===== src/icache_pkg.sv =====
`default_nettype none

package icache_pkg;

    // fetch address and instruction word
    localparam int addr_w = 32;
    localparam int word_w = 32;

    // one cache line is eight words, also the memory read width
    localparam int line_words = 8;
    localparam int line_w = line_words * word_w;

    // offsets inside a line
    localparam int woff_w = $clog2(line_words);
    localparam int boff_w = 2;

    // uncached window is the top 256 MiB
    // an address is mmio when (addr & mmio_mask) == mmio_base
    localparam logic [addr_w-1:0] mmio_base = 32'hF000_0000;
    localparam logic [addr_w-1:0] mmio_mask = 32'hF000_0000;

    // controller states
    // miss_* refill a line, mmio_* fetch one uncached word
    // the *_release states wait for mem_ack to drop
    typedef enum logic [2:0] {
        idle         = 3'd0,
        miss_req     = 3'd1,
        miss_release = 3'd2,
        mmio_req     = 3'd3,
        mmio_release = 3'd4,
        mmio_hold    = 3'd5
    } ctrl_state_t;

endpackage

`default_nettype wire

===== src/fill_if.sv =====
`default_nettype none

interface fill_if
    import icache_pkg::*;
#(
    parameter int idx_w = 10
);

    localparam int tag_w = addr_w - idx_w - woff_w - boff_w;

    // one full line refill, written on the edge where fill_en is high
    logic              fill_en;
    logic [idx_w-1:0]  fill_idx;
    logic [tag_w-1:0]  fill_tag;
    logic [line_w-1:0] fill_line;

    modport ctrl (
        output fill_en,
        output fill_idx,
        output fill_tag,
        output fill_line
    );

    modport store (
        input fill_en,
        input fill_idx,
        input fill_tag,
        input fill_line
    );

endinterface

`default_nettype wire


===== src/icache_ctrl.sv =====
`default_nettype none

module icache_ctrl
    import icache_pkg::*;
#(
    parameter int idx_w = 10
) (
    input  wire               sys_clk,
    input  wire               arst_n,
    input  wire               fetch_read,
    input  wire  [addr_w-1:0] fetch_addr,
    input  wire               fetch_hold,
    input  wire               hit,
    input  wire  [word_w-1:0] store_word,
    fill_if.ctrl              fill,
    output logic              mem_req,
    output logic [addr_w-1:0] mem_addr,
    output logic              mem_mmio,
    input  wire               mem_ack,
    input  wire  [line_w-1:0] mem_rdata,
    output logic [word_w-1:0] fetch_data,
    output logic              fetch_stall,
    output logic              fetch_hit
);

    localparam int tag_w = addr_w - idx_w - woff_w - boff_w;
    localparam int off_w = woff_w + boff_w;

    ctrl_state_t       state;
    logic              is_mmio;
    logic              mmio_valid;
    logic [word_w-1:0] mmio_buf;

    assign is_mmio = (fetch_addr & mmio_mask) == mmio_base;

    // four-phase sequencer toward memory
    always_ff @(posedge sys_clk or negedge arst_n) begin
        if (!arst_n) begin
            state      <= idle;
            mem_req    <= 1'b0;
            mem_addr   <= '0;
            mem_mmio   <= 1'b0;
            mmio_valid <= 1'b0;
        end else begin
            case (state)
                idle: begin
                    // no new request while the previous ack is still up
                    if (fetch_read && !mem_ack) begin
                        if (is_mmio) begin
                            state    <= mmio_req;
                            mem_req  <= 1'b1;
                            mem_addr <= fetch_addr;
                            mem_mmio <= 1'b1;
                        end else if (!hit) begin
                            state    <= miss_req;
                            mem_req  <= 1'b1;
                            mem_addr <= {fetch_addr[addr_w-1:off_w], {off_w{1'b0}}};
                            mem_mmio <= 1'b0;
                        end
                    end
                end
                miss_req: begin
                    // line is written into the stores on this same edge
                    if (mem_ack) begin
                        mem_req <= 1'b0;
                        state   <= miss_release;
                    end
                end
                miss_release: begin
                    if (!mem_ack) begin
                        state <= idle;
                    end
                end
                mmio_req: begin
                    if (mem_ack) begin
                        mem_req    <= 1'b0;
                        mmio_valid <= 1'b1;
                        state      <= mmio_release;
                    end
                end
                mmio_release: begin
                    if (!mem_ack) begin
                        state <= mmio_hold;
                    end
                end
                mmio_hold: begin
                    // word is consumed in the first cycle without hold
                    if (!fetch_hold) begin
                        mmio_valid <= 1'b0;
                        state      <= idle;
                    end
                end
                default: begin
                    state <= idle;
                end
            endcase
        end
    end

    // uncached word buffer
    always_ff @(posedge sys_clk or negedge arst_n) begin
        if (!arst_n) begin
            mmio_buf <= '0;
        end else if (state == mmio_req && mem_ack) begin
            mmio_buf <= mem_rdata[word_w-1:0];
        end
    end

    // refill straight from the memory data while ack is high
    assign fill.fill_en   = (state == miss_req) && mem_ack;
    assign fill.fill_idx  = fetch_addr[off_w +: idx_w];
    assign fill.fill_tag  = fetch_addr[addr_w-1 -: tag_w];
    assign fill.fill_line = mem_rdata;

    always_comb begin
        if (!fetch_read) begin
            fetch_stall = 1'b0;
        end else if (is_mmio) begin
            fetch_stall = (state != mmio_hold);
        end else begin
            // after a refill, wait for idle so the ack has dropped
            fetch_stall = (state != idle) || !hit;
        end
    end

    assign fetch_data = mmio_valid ? mmio_buf : store_word;
    assign fetch_hit  = fetch_read && !is_mmio && hit;

endmodule

`default_nettype wire


===== src/flat_wrapper.sv =====
// flat-port wrapper written by rule: the top's interface ports become plain ports
module icache_ctrl_flat import icache_pkg::*;
#(
    parameter int idx_w = 10
)
  (sys_clk, arst_n, fetch_read, fetch_addr, fetch_hold, hit, store_word, mem_req, mem_addr, mem_mmio, mem_ack, mem_rdata, fetch_data, fetch_stall, fetch_hit, fill_fill_en, fill_fill_idx, fill_fill_tag, fill_fill_line);
  fill_if #(.idx_w(idx_w)) fill_i ();
  input  wire sys_clk;
  input  wire arst_n;
  input  wire fetch_read;
  input  wire  [addr_w-1:0] fetch_addr;
  input  wire fetch_hold;
  input  wire hit;
  input  wire  [word_w-1:0] store_word;
  output logic mem_req;
  output logic [addr_w-1:0] mem_addr;
  output logic mem_mmio;
  input  wire mem_ack;
  input  wire  [line_w-1:0] mem_rdata;
  output logic [word_w-1:0] fetch_data;
  output logic fetch_stall;
  output logic fetch_hit;
  output wire logic [$bits(fill_i.fill_en)-1:0] fill_fill_en;
  output wire logic [$bits(fill_i.fill_idx)-1:0] fill_fill_idx;
  output wire logic [$bits(fill_i.fill_tag)-1:0] fill_fill_tag;
  output wire logic [$bits(fill_i.fill_line)-1:0] fill_fill_line;
  assign fill_fill_en = fill_i.fill_en;
  assign fill_fill_idx = fill_i.fill_idx;
  assign fill_fill_tag = fill_i.fill_tag;
  assign fill_fill_line = fill_i.fill_line;
  icache_ctrl #(.idx_w(idx_w)) u_core (.sys_clk(sys_clk), .arst_n(arst_n), .fetch_read(fetch_read), .fetch_addr(fetch_addr), .fetch_hold(fetch_hold), .hit(hit), .store_word(store_word), .fill(fill_i), .mem_req(mem_req), .mem_addr(mem_addr), .mem_mmio(mem_mmio), .mem_ack(mem_ack), .mem_rdata(mem_rdata), .fetch_data(fetch_data), .fetch_stall(fetch_stall), .fetch_hit(fetch_hit));
endmodule

===== config.mk =====
export PLATFORM = sky130hd
export DESIGN_NAME = icache_ctrl_flat
export DESIGN_NICKNAME = d
export VERILOG_FILES = /design/src/icache_pkg.sv /design/src/fill_if.sv /design/src/icache_ctrl.sv /design/src/flat_wrapper.sv
export SDC_FILE = /design/constraint.sdc
export NUM_CORES = 1
export LEC_CHECK = 0
export BUFFER_PORTS_ARGS = -buffer_cell sky130_fd_sc_hd__buf_2
export CAP_MARGIN = 25
export CORE_AREA = 2 2 265 267
export CTS_CLUSTER_DIAMETER = 40
export CTS_CLUSTER_SIZE = 20
export DETAILED_ROUTE_END_ITERATION = 12
export DIE_AREA = 0 0 267 269
export HOLD_SLACK_MARGIN = 0.06
export PLACE_DENSITY_LB_ADDON = 0.25
export REMOVE_ABC_BUFFERS = 1
export SYNTH_ARGS = -nofsm -noshare
export SYNTH_HDL_FRONTEND = slang
export SYNTH_SLANG_ARGS = --single-unit

===== constraint.sdc =====
create_clock -name sys_clk -period 3.1 [get_ports sys_clk]
set_input_delay 0.31 -clock sys_clk [delete_from_list [all_inputs] [get_ports sys_clk]]
set_output_delay 0.31 -clock sys_clk [all_outputs]
set_load 0.01 [all_outputs]

[Word-level counts from Yosys, hierarchy flattened]
Cells that the tools add are included.
Storage, ports and cells
  output and inout bits: 352
  register bits after elaboration: 70
Cells by class
  muxes and demuxes: 24
  reductions and logical operators: 18
  equal/unequal tests: 16
Operators by type and width (number)
  32-bit two-way mux: 3
  3-bit two-way mux: 8
  3-bit one-hot mux with 6 select lines: 1
  1-bit two-way mux: 10
  2-bit inequality test, second input constant: 5
  7-bit AND reduction: 1
  3-bit by 2-bit equality test with 1-bit output, second input constant: 2
  3-bit equality test, second input constant: 2
  2-bit by 1-bit inequality test with 1-bit output, second input constant: 3
  3-bit AND reduction: 2
  1-bit logical AND: 5
  4-bit equality test, second input constant: 1
  1-bit one-hot mux with 2 select lines: 2
  4-bit AND reduction: 1
  2-bit nonzero test: 2
  3-bit by 1-bit equality test with 1-bit output, second input constant: 1
  1-bit zero test: 3
  3-bit zero test: 1
  3-bit by 2-bit inequality test with 1-bit output, second input constant: 1
  3-bit inequality test, second input constant: 1
  3-bit nonzero test: 1
  2-bit OR reduction: 1
  1-bit logical OR: 1

[Depth between registers and ports, before layout]
Gate-level depths: netlist (run 1).
  word-level depth: 4
  gate-level depth with buffers: 6
  mapped depth without buffers: 3

[Worst setup path after synthesis (run 1)]
OpenSTA, ideal clock, no wires.
  path type: register to register
  start point: register u_core.state[0]
  end point: register u_core.mem_addr[10]
  data arrival time: 1.984 ns
  cell stages (with the launch flop): 7
  setup slack: 0.989 ns
  path buffers: 3
  path through: dfrtp_1 -> clkbuf_1 -> or4b_1 -> buf_2 -> a211oi_4 -> buf_6 -> mux2_1
Between the ends
  longest elaborated chain between the ends: 2
RTL lines
  from (decl): RTL line icache_ctrl.sv:29  | ctrl_state_t state;
  from (signal assigned): RTL line icache_ctrl.sv:39  | state <= idle;
  from (signal assigned): RTL line icache_ctrl.sv:50  | state <= mmio_req;
  from (signal assigned): RTL line icache_ctrl.sv:55  | state <= miss_req;
  3-bit zero test: RTL line icache_ctrl.sv:45  | case (state)
  3-bit AND reduction (no source line)
  to (signal assigned): RTL line icache_ctrl.sv:52  | mem_addr <= fetch_addr;
  to (signal assigned): RTL line icache_ctrl.sv:57  | mem_addr <= {fetch_addr[addr_w-1:off_w], {off_w{1'b0}}};
  to (decl): RTL line icache_ctrl.sv:17  | output logic [addr_w-1:0] mem_addr,
No other way between the ends.
A chain may end at the register's enable or synchronous reset.

[Worst setup path in the final report (run 1)]
  start point: register u_core.mmio_valid
  end point: output port fetch_data[6]
Between the ends
  longest elaborated chain between the ends: 1
RTL lines
  from (decl): RTL line icache_ctrl.sv:31  | logic mmio_valid;
  from (signal assigned): RTL line icache_ctrl.sv:43  | mmio_valid <= 1'b0;
  from (signal assigned): RTL line icache_ctrl.sv:77  | mmio_valid <= 1'b1;
  from (signal assigned): RTL line icache_ctrl.sv:89  | mmio_valid <= 1'b0;
  32-bit two-way mux: RTL line icache_ctrl.sv:126  | assign fetch_data = mmio_valid ? mmio_buf : store_word;
  to (decl): RTL line flat_wrapper.sv:20  | output logic [word_w-1:0] fetch_data;
No other way between the ends.

==> results_tabular.tex, run 1 <==
\begin{tabular}{lr}
\hline
Metric & Value \\
\hline
\multicolumn{2}{l}{\textbf{GRT}} \\
\quad Overall overflow remaining after global route & 0 \\
\quad First-pass GRT wire length & 92.4 mm \\
\quad Global routing usage summed across all routing layers & approximately 23\% \\
\quad Largest net degree at the start of global routing & 54 \\
\quad Number of antenna violations at the first check in global routing & 34 \\
\quad Via count of the first global-routing pass & approximately 3300 \\
\multicolumn{2}{l}{\textbf{Route}} \\
\quad Final routed DRC violation total & 0 \\
\quad First-pass DRT Iterations & 4 \\
\quad Routed wire length per instance & around 60 microns \\
\quad Vias per cell & approximately 2.7 \\
\quad Vias after detailed routing & between 3000 and 4000 \\
\quad Number of violations reported at the end of detailed-routing iteration 0 & approximately 270 \\
\quad Wirelength, routed & 84.7 mm \\
\quad Antenna violation net count after detailed routing & 0 \\
\multicolumn{2}{l}{\textbf{Floorplanning}} \\
\quad Area enclosed by the die boundary & roughly 72000 sq um \\
\quad \# IOs & approximately 680 \\
\quad Vert. Die Dim & roughly 270 microns \\
\quad Placeable core area & around 69000 sq um \\
\quad Horizontal die dimension & roughly 270 microns \\
\quad Effective utilization at floorplan & roughly 7.6\% \\
\quad Rows & 97 \\
\multicolumn{2}{l}{\textbf{Yosys}} \\
\quad Yosys cell types & 30 \\
\quad Number of flip-flops and latches in the synthesized netlist & 70 \\
\quad Leading cell type by number of instances after synthesis & sky130\_fd\_sc\_hd\_\_buf\_4 \\
\quad Synth top area share & approximately two fifths \\
\quad EDFF count, synth & 0 \\
\quad Leading cell types by total area after synthesis & sky130\_fd\_sc\_hd\_\_buf\_4 40\%, sky130\_fd\_sc\_hd\_\_dfrtp\_1 33\%, sky130\_fd\_sc\_hd\_\_mux2\_2 15\% \\
\quad Synthesized instance count & $\sim$500 \\
\quad Yosys Warn Count & 0 \\
\quad Seq/Total Area, Yosys & roughly 33\% \\
\quad Main flop type after synthesis & sky130\_fd\_sc\_hd\_\_dfrtp\_1 \\
\quad Async set or reset register ratio after synthesis & 100\% \\
\quad Syn avg cell area & about 11 sq um \\
\quad Netlist area before placement & roughly 5200 sq um \\
\quad Library cell occupying the most area in the post-synthesis netlist & sky130\_fd\_sc\_hd\_\_buf\_4 \\
\quad Post-synth top cells & 283 x sky130\_fd\_sc\_hd\_\_buf\_4, 72 x sky130\_fd\_sc\_hd\_\_mux2\_2, 70 x sky130\_fd\_sc\_hd\_\_dfrtp\_1 \\
\multicolumn{2}{l}{\textbf{STA}} \\
\quad Count of endpoints failing hold in the final timing report & 0 \\
\quad Final worst-path cycle share & 76.6\% \\
\quad Setup violation total in the final timing report & 0 \\
\quad Slew of the pin with the lowest slew margin & $\sim$830 ps \\
\quad Setup TNS & 0 ps \\
\quad Remaining max-slew budget at the tightest pin & about 44\% \\
\quad Max frequency & 0.421 GHz \\
\quad Final critical path time including I/O delays and setup & roughly 2400 ps \\
\quad Post-Route Skew & 13.2 ps \\
\quad RSZ-0062 raised after global routing & false \\
\quad Final Slew Violations & 0 \\
\multicolumn{2}{l}{\textbf{Run}} \\
\quad \# Max-Cap Violations & 0 \\
\multicolumn{2}{l}{\textbf{CTS}} \\
\quad CTS tree & yes \\
\quad Clock Root Buffer & sky130\_fd\_sc\_hd\_\_clkbuf\_16 \\
\quad Clock transition at the registers of the reported paths & roughly 60 ps \\
\quad Cts bufs inserted & 9 \\
\quad CTS H-Tree Depth & 3 \\
\quad Maximum buffer depth of the clock tree & 2 \\
\quad Clk\_lat worst skew & between 300 and 400 ps \\
\quad Number of clock sinks & 70 \\
\multicolumn{2}{l}{\textbf{Setup path}} \\
\quad Data required, critical path & about 2800 ps \\
\quad Max FO, Critical Path & 18 \\
\quad Worst setup EP type & output pin \\
\quad Cell depth of the worst flop-to-flop path & 4 \\
\quad Kind of critical path & reg2out \\
\quad Reg-to-reg startpoint & u\_core.state[1] \\
\quad End of the worst register-to-register path & u\_core.mem\_addr[6] \\
\quad Data arrival time of the critical path & just over 2000 ps \\
\quad Type of origin of the critical path & flop \\
\quad FF-to-FF setup slack & 830 ps \\
\multicolumn{2}{l}{\textbf{Power}} \\
\quad Total power divided by cell area & $\sim$810 nW/um\^{}2 \\
\quad Pleak & around 2.5 nW \\
\quad VDD IR max & 0.276 mV \\
\multicolumn{2}{l}{\textbf{Worst hold path}} \\
\quad Endpoint, Worst Hold & u\_core.mem\_addr[4] \\
\quad Path type of the worst min-delay path & in2reg \\
\quad Hold-critical path depth & 2 \\
\quad Launch instance of the worst min-delay path & fetch\_addr[4] \\
\multicolumn{2}{l}{\textbf{Placed design}} \\
\quad Buffers on Ports & 229 \\
\quad Global placer's final weighted congestion & between 1 and 1.5 \\
\quad Cell count after placement & roughly 1400 \\
\quad Final HPWL DP & 80.1 mm \\
\multicolumn{2}{l}{\textbf{Outcome}} \\
\quad Result of the run & completed \\
\multicolumn{2}{l}{\textbf{Cells and area}} \\
\quad Number of standard cells in the final layout excluding fillers & approximately 1400 \\
\quad Area added between synthesis and finish & 9.59\% \\
\quad Final nets & around 780 \\
\quad Layout cell share with drive strength beyond 1 & 71.7\% \\
\quad Share of the core filled with cells in the final layout & 8.30\% \\
\hline
\end{tabular}
routing by layer:
layer | wire length [microns] | GRT usage [%]
met5 | 1370 | 12.6
met4 | 3490 | 8.11
met3 | 27000 | 34.7
met2 | 38200 | 37.3
met1 | 14600 | 11.4
cell families after synthesis:
family          after synthesis  synth area share (%)
flops                        70                  33.4
buf+inv                     297                  41.9
simple gates                 24                  2.67
compound gates               17                  2.55
mux                          91                  19.5
what timing repair did:
action	in CTS	in global routing
endpoints found under the hold margin	22	0
setup buffers	0	0
hold buffers	1	0
resized for setup	0	0
cell type report:
class | instances | area (sq um)
Fill cell | 8091 | 63600
Antenna cell | 6 | 15.0
Clock inverter | 3 | 43.8
Timing Repair Buffer | 236 | 1200
Tap cell | 940 | 1180
Multi-Input combinational cell | 132 | 1300
Clock buffer | 12 | 256
Sequential cell | 70 | 1750
worst max-delay path, cell delays in order (launching register included):
cell and delay [ps]:
sky130_fd_sc_hd__dfrtp_2 710, sky130_fd_sc_hd__buf_4 390, sky130_fd_sc_hd__mux2_2 410, sky130_fd_sc_hd__buf_2 150
registers in the layout (all words and copies together), names as in the netlist:
signal,flops
u_core.mem_mmio,1
u_core.mmio_valid,1
u_core.mem_req,1
u_core.state,3
u_core.mmio_buf,32
u_core.mem_addr,32
report_power, final:
part	switching, W	internal [W]
sequential	0.000277	0.00133
combinational	0.000921	0.000969
clock	0.000494	0.000664
placed cells by master (no fill, tap or decap), types with 2 or more instances in the layout:
master and n:
sky130_fd_sc_hd__a22o_1 5, sky130_fd_sc_hd__buf_2 228, sky130_fd_sc_hd__buf_4 7, sky130_fd_sc_hd__clkbuf_16 9, sky130_fd_sc_hd__clkbuf_8 2, sky130_fd_sc_hd__dfrtp_1 69, sky130_fd_sc_hd__diode_2 6, sky130_fd_sc_hd__mux2_1 19
sky130_fd_sc_hd__mux2_2 72, sky130_fd_sc_hd__nand2_1 3, sky130_fd_sc_hd__nand2b_1 2, sky130_fd_sc_hd__nor2b_1 6, sky130_fd_sc_hd__nor3_1 3, sky130_fd_sc_hd__o21ai_0 5
worst max-delay path by stage:
stage                                  from                 end  cells past startpoint
after floorplan             u_core.state[1]  u_core.mem_addr[5]                      3
after global placement      u_core.state[1]  u_core.mem_addr[6]                      4
after detailed placement    u_core.state[1]  u_core.mem_addr[8]                      4
after CTS                 u_core.mmio_valid       fetch_data[6]                      3
after global routing      u_core.mmio_valid       fetch_data[6]                      3
final                     u_core.mmio_valid       fetch_data[6]                      3
through the flow:
stage               area, sq um  setup slack [ps]  power (W)  hold slack [ps]
finish                     5750               725    0.00465              147
CTS                        5730               628    0.00474              119
floorplan                  3050               717    0.00256             14.4
detailed placement         5420               835    0.00353              427
global placement           5420               857    0.00352              437
global route               5730               604    0.00499              138
No activity file was read; power rests on OpenSTA's default activity.
==> run 2: changes to the inputs <==
Clock period 3.1 ns to 1.9 ns, I/O delays scaled along.
==> run 2 against run 1 <==
Clock-buffer cell count down 3. Largest cell class is now buffers. Via count is 8.1% higher. Non-clock buffer count rose by 67. Flip-flop and latch count stayed put. Critical path depth up 2. Sequential power is 56% higher. Global-route usage is 0.11 points higher. Routed wire length up 0.63%. Highest routed layer unchanged. Combinational power rose by 83%.
==> results_tabular.tex, run 2 (synthesized netlist as in run 1, its figures left out) <==
\begin{tabular}{lr}
\hline
Metric & Value \\
\hline
\multicolumn{2}{l}{\textbf{Placed design}} \\
\quad Cell count after placement & 1383 (+0.44\%) \\
\quad Buffers on Ports & 229 (unchanged) \\
\quad Pre-CTS worst setup slack & -84.1 ps (-919 ps) \\
\quad Global placer's final weighted congestion & 1.08 (-0.63\%) \\
\quad Final HPWL DP & 79.9 mm (-0.21\%) \\
\quad Instance area after placement & 5520 sq um (+1.8\%) \\
\multicolumn{2}{l}{\textbf{Setup path}} \\
\quad Standard cell with the maximum stage delay on the critical path & sky130\_fd\_sc\_hd\_\_or4b\_4 \\
\quad Kind of critical path & reg2reg \\
\quad Type of origin of the critical path & flop \\
\quad Family with the most delay on the worst path & simple AND/OR/NAND/NOR gates \\
\quad Crit path buffers/inverters & 2 (unchanged) \\
\quad Worst setup EP type & flop \\
\quad Data required, critical path & 2170 ps (-620 ps) \\
\quad Data arrival time of the critical path & 2120 ps (+50 ps) \\
\quad Max FO, Critical Path & 12 (-6) \\
\quad Critical path's largest stage delay & 540 ps (-170 ps) \\
\quad Critical Path, Cell by Cell & or4b\_4, a211oi\_4, buf\_6, buf\_12, mux2\_1 \\
\multicolumn{2}{l}{\textbf{STA}} \\
\quad Final critical path time including I/O delays and setup & 1840 ps \\
\quad Count of endpoints failing hold in the final timing report & 0 (unchanged) \\
\quad Final Slew Violations & 0 (unchanged) \\
\quad Setup violation total in the final timing report & 0 (unchanged) \\
\quad Setup TNS & 0 ps (unchanged) \\
\quad Slew of the pin with the lowest slew margin & 453 ps (-381 ps) \\
\quad Final worst-path setup slack & 57.4 ps (-667 ps) \\
\quad Max frequency & 0.543 GHz \\
\quad Remaining max-slew budget at the tightest pin & 69.8\% (+25 points) \\
\quad Post-Route Skew & 12.0 ps (-1.18 ps) \\
\quad RSZ-0062 raised after global routing & false \\
\quad Final worst-path cycle share & 97.0\% \\
\multicolumn{2}{l}{\textbf{Cells and area}} \\
\quad Layout cell share with drive strength beyond 1 & 64.7\% (-7.1 points) \\
\quad Multi-input logic area & 1310 sq um (+0.96\%) \\
\quad Most used cells in the layout excluding fill and tap cells & 228 x sky130\_fd\_sc\_hd\_\_buf\_2, 72 x sky130\_fd\_sc\_hd\_\_mux2\_2, 69 x sky130\_fd\_sc\_hd\_\_dfrtp\_1 \\
\quad FF/Latch Area & 1750 sq um (unchanged) \\
\quad Number of standard cells in the final layout excluding fillers & 1467 (+4.9\%) \\
\quad Fin area & 6490 sq um (+13\%) \\
\quad Filler Cell Count & 8025 (-0.82\%) \\
\quad Final nets & 842 (+8.6\%) \\
\quad Largest regs & u\_core.mem\_addr: 32 flops, u\_core.mmio\_buf: 32 flops, u\_core.state: 3 flops \\
\quad Area added between synthesis and finish & 23.7\% \\
\quad Most common cell after layout, fill and taps aside & sky130\_fd\_sc\_hd\_\_buf\_2 \\
\quad Share of the core filled with cells in the final layout & 9.37\% (+1.1 points) \\
\multicolumn{2}{l}{\textbf{Floorplanning}} \\
\quad Placeable core area & 69300 sq um (unchanged) \\
\quad Rows & 97 (unchanged) \\
\quad Area enclosed by the die boundary & 71800 sq um (unchanged) \\
\quad \# IOs & 678 (unchanged) \\
\quad Vert. Die Dim & 269 microns (unchanged) \\
\quad Horizontal die dimension & 267 microns (unchanged) \\
\quad Effective utilization at floorplan & 7.57\% (unchanged) \\
\multicolumn{2}{l}{\textbf{CTS}} \\
\quad Clock transition at the registers of the reported paths & 80 ps (+20 ps) \\
\quad Clk\_lat worst skew & 390 ps (about the same) \\
\quad CTS H-Tree Depth & 3 (unchanged) \\
\quad CTS tree & yes \\
\quad Clock Root Buffer & sky130\_fd\_sc\_hd\_\_clkbuf\_16 \\
\quad Number of clock sinks & 70 (unchanged) \\
\quad Maximum buffer depth of the clock tree & 2 (unchanged) \\
\quad Cts bufs inserted & 9 (unchanged) \\
\multicolumn{2}{l}{\textbf{GRT}} \\
\quad Largest net degree at the start of global routing & 59 (+9.3\%) \\
\quad Number of antenna violations at the first check in global routing & 27 (-21\%) \\
\quad Global routing usage summed across all routing layers & 23.3\% (+0.11 points) \\
\quad Via count of the first global-routing pass & 3686 (+11\%) \\
\quad Overall overflow remaining after global route & 0 (unchanged) \\
\quad First-pass GRT wire length & 93.5 mm (+1.2\%) \\
\multicolumn{2}{l}{\textbf{Outcome}} \\
\quad Result of the run & completed \\
\multicolumn{2}{l}{\textbf{Power}} \\
\quad VDD IR max & 0.439 mV (+59\%) \\
\quad Sw Share & 37.0\% (+0.64 points) \\
\quad Total power divided by cell area & 1220 nW/um\^{}2 (+50\%) \\
\quad Combinational Power Share & 43.8\% (+3.2 points) \\
\quad Pleak & 2.86 nW (+13\%) \\
\quad Net switching power figure & 0.00292 W (+73\%) \\
\quad P\_int & 0.00497 W (+68\%) \\
\quad Flop pwr share & 31.7\% (-2.8 points) \\
\quad Clock power frac & 24.6\% (-0.3 points) \\
\multicolumn{2}{l}{\textbf{Route}} \\
\quad Final routed DRC violation total & 0 (unchanged) \\
\quad Number of violations reported at the end of detailed-routing iteration 0 & 245 (-8.6\%) \\
\quad Vias per cell & 2.79 (+3.1\%) \\
\quad First-pass DRT Iterations & 4 (unchanged) \\
\quad Vias after detailed routing & 4095 (+8.1\%) \\
\quad Wirelength, routed & 85.2 mm (+0.63\%) \\
\quad Routed wire length per instance & 58.1 microns (-4.0\%) \\
\quad Antenna violation net count after detailed routing & 0 (unchanged) \\
\multicolumn{2}{l}{\textbf{Worst hold path}} \\
\quad Path type of the worst min-delay path & in2reg \\
\multicolumn{2}{l}{\textbf{Run}} \\
\quad \# Max-Cap Violations & 0 (unchanged) \\
\hline
\end{tabular}
==> run 2: cell count changes in the layout (fill, tap and decap cells not counted), sizes merged <==
cell and delta:
clkinvlp +1, dlygate4sd3 +59, buf +8, clkbuf -3, inv +3
==> run 2: routing by layer <==
| metal | GRT usage, % | vias to the layer above | share of wire [%] |
|---|---|---|---|
| li1 | - | 1392 | - |
| met1 | 11.2 | 1715 | 17 |
| met2 | 38.1 | 844 | 46 |
| met3 | 34.8 | 108 | 32 |
| met4 | 7.58 | 36 | 3.7 |
| met5 | 12.6 | - | 1.6 |
==> run 2: power by group through the flow <==
stage,combinational (W),clock (W),sequential [W]
after global placement,0.00334,0,0.00250
after detailed placement,0.00334,0,0.00251
after CTS,0.00350,0.00205,0.00250
after floorplan,0.00148,0,0.00271
after global routing,0.00373,0.00209,0.00258
final,0.00345,0.00194,0.00250
==> run 2: area by class of cell <==
class / count / share of cell area, %
Clock inverter: 7 / 1.23
Timing Repair Buffer: 303 / 29.7
Clock buffer: 9 / 3.47
Tap cell: 940 / 18.1
Multi-Input combinational cell: 132 / 20.2
Antenna cell: 6 / 0.231
Sequential cell: 70 / 27.0
==> run 2: metrics by stage <==
step / total power (W) / hold slack (ps)
floorplan: 0.00418 / -106
global placement: 0.00584 / 72.8
detailed placement: 0.00585 / 71.9
CTS: 0.00805 / 72.5
global route: 0.00841 / 103
finish: 0.00789 / 99.1
==> run 2: timing repair <==
action                                  in CTS  in global routing
hold endpoints to repair                   129                  0
hold buffers                                60                  0
gates resized for setup                      5                  0
endpoints found under the setup margin      32                  0
setup buffers                                1                  0
==> run 2: worst paths after layout <==
check	startpoint	to	slack, ps	cells past startpoint
worst min register to register	u_core.mem_addr[23]	u_core.mem_addr[23]	490	1
worst max register to register	u_core.state[0]	u_core.mem_addr[12]	60	5
min in group asynchronous	arst_n	u_core.mmio_buf[21]	220	2
worst min-delay path	fetch_addr[28]	u_core.mem_addr[28]	100	2
max in group asynchronous	arst_n	u_core.mmio_valid	970	3
worst max-delay path	u_core.state[0]	u_core.mem_addr[12]	60	5
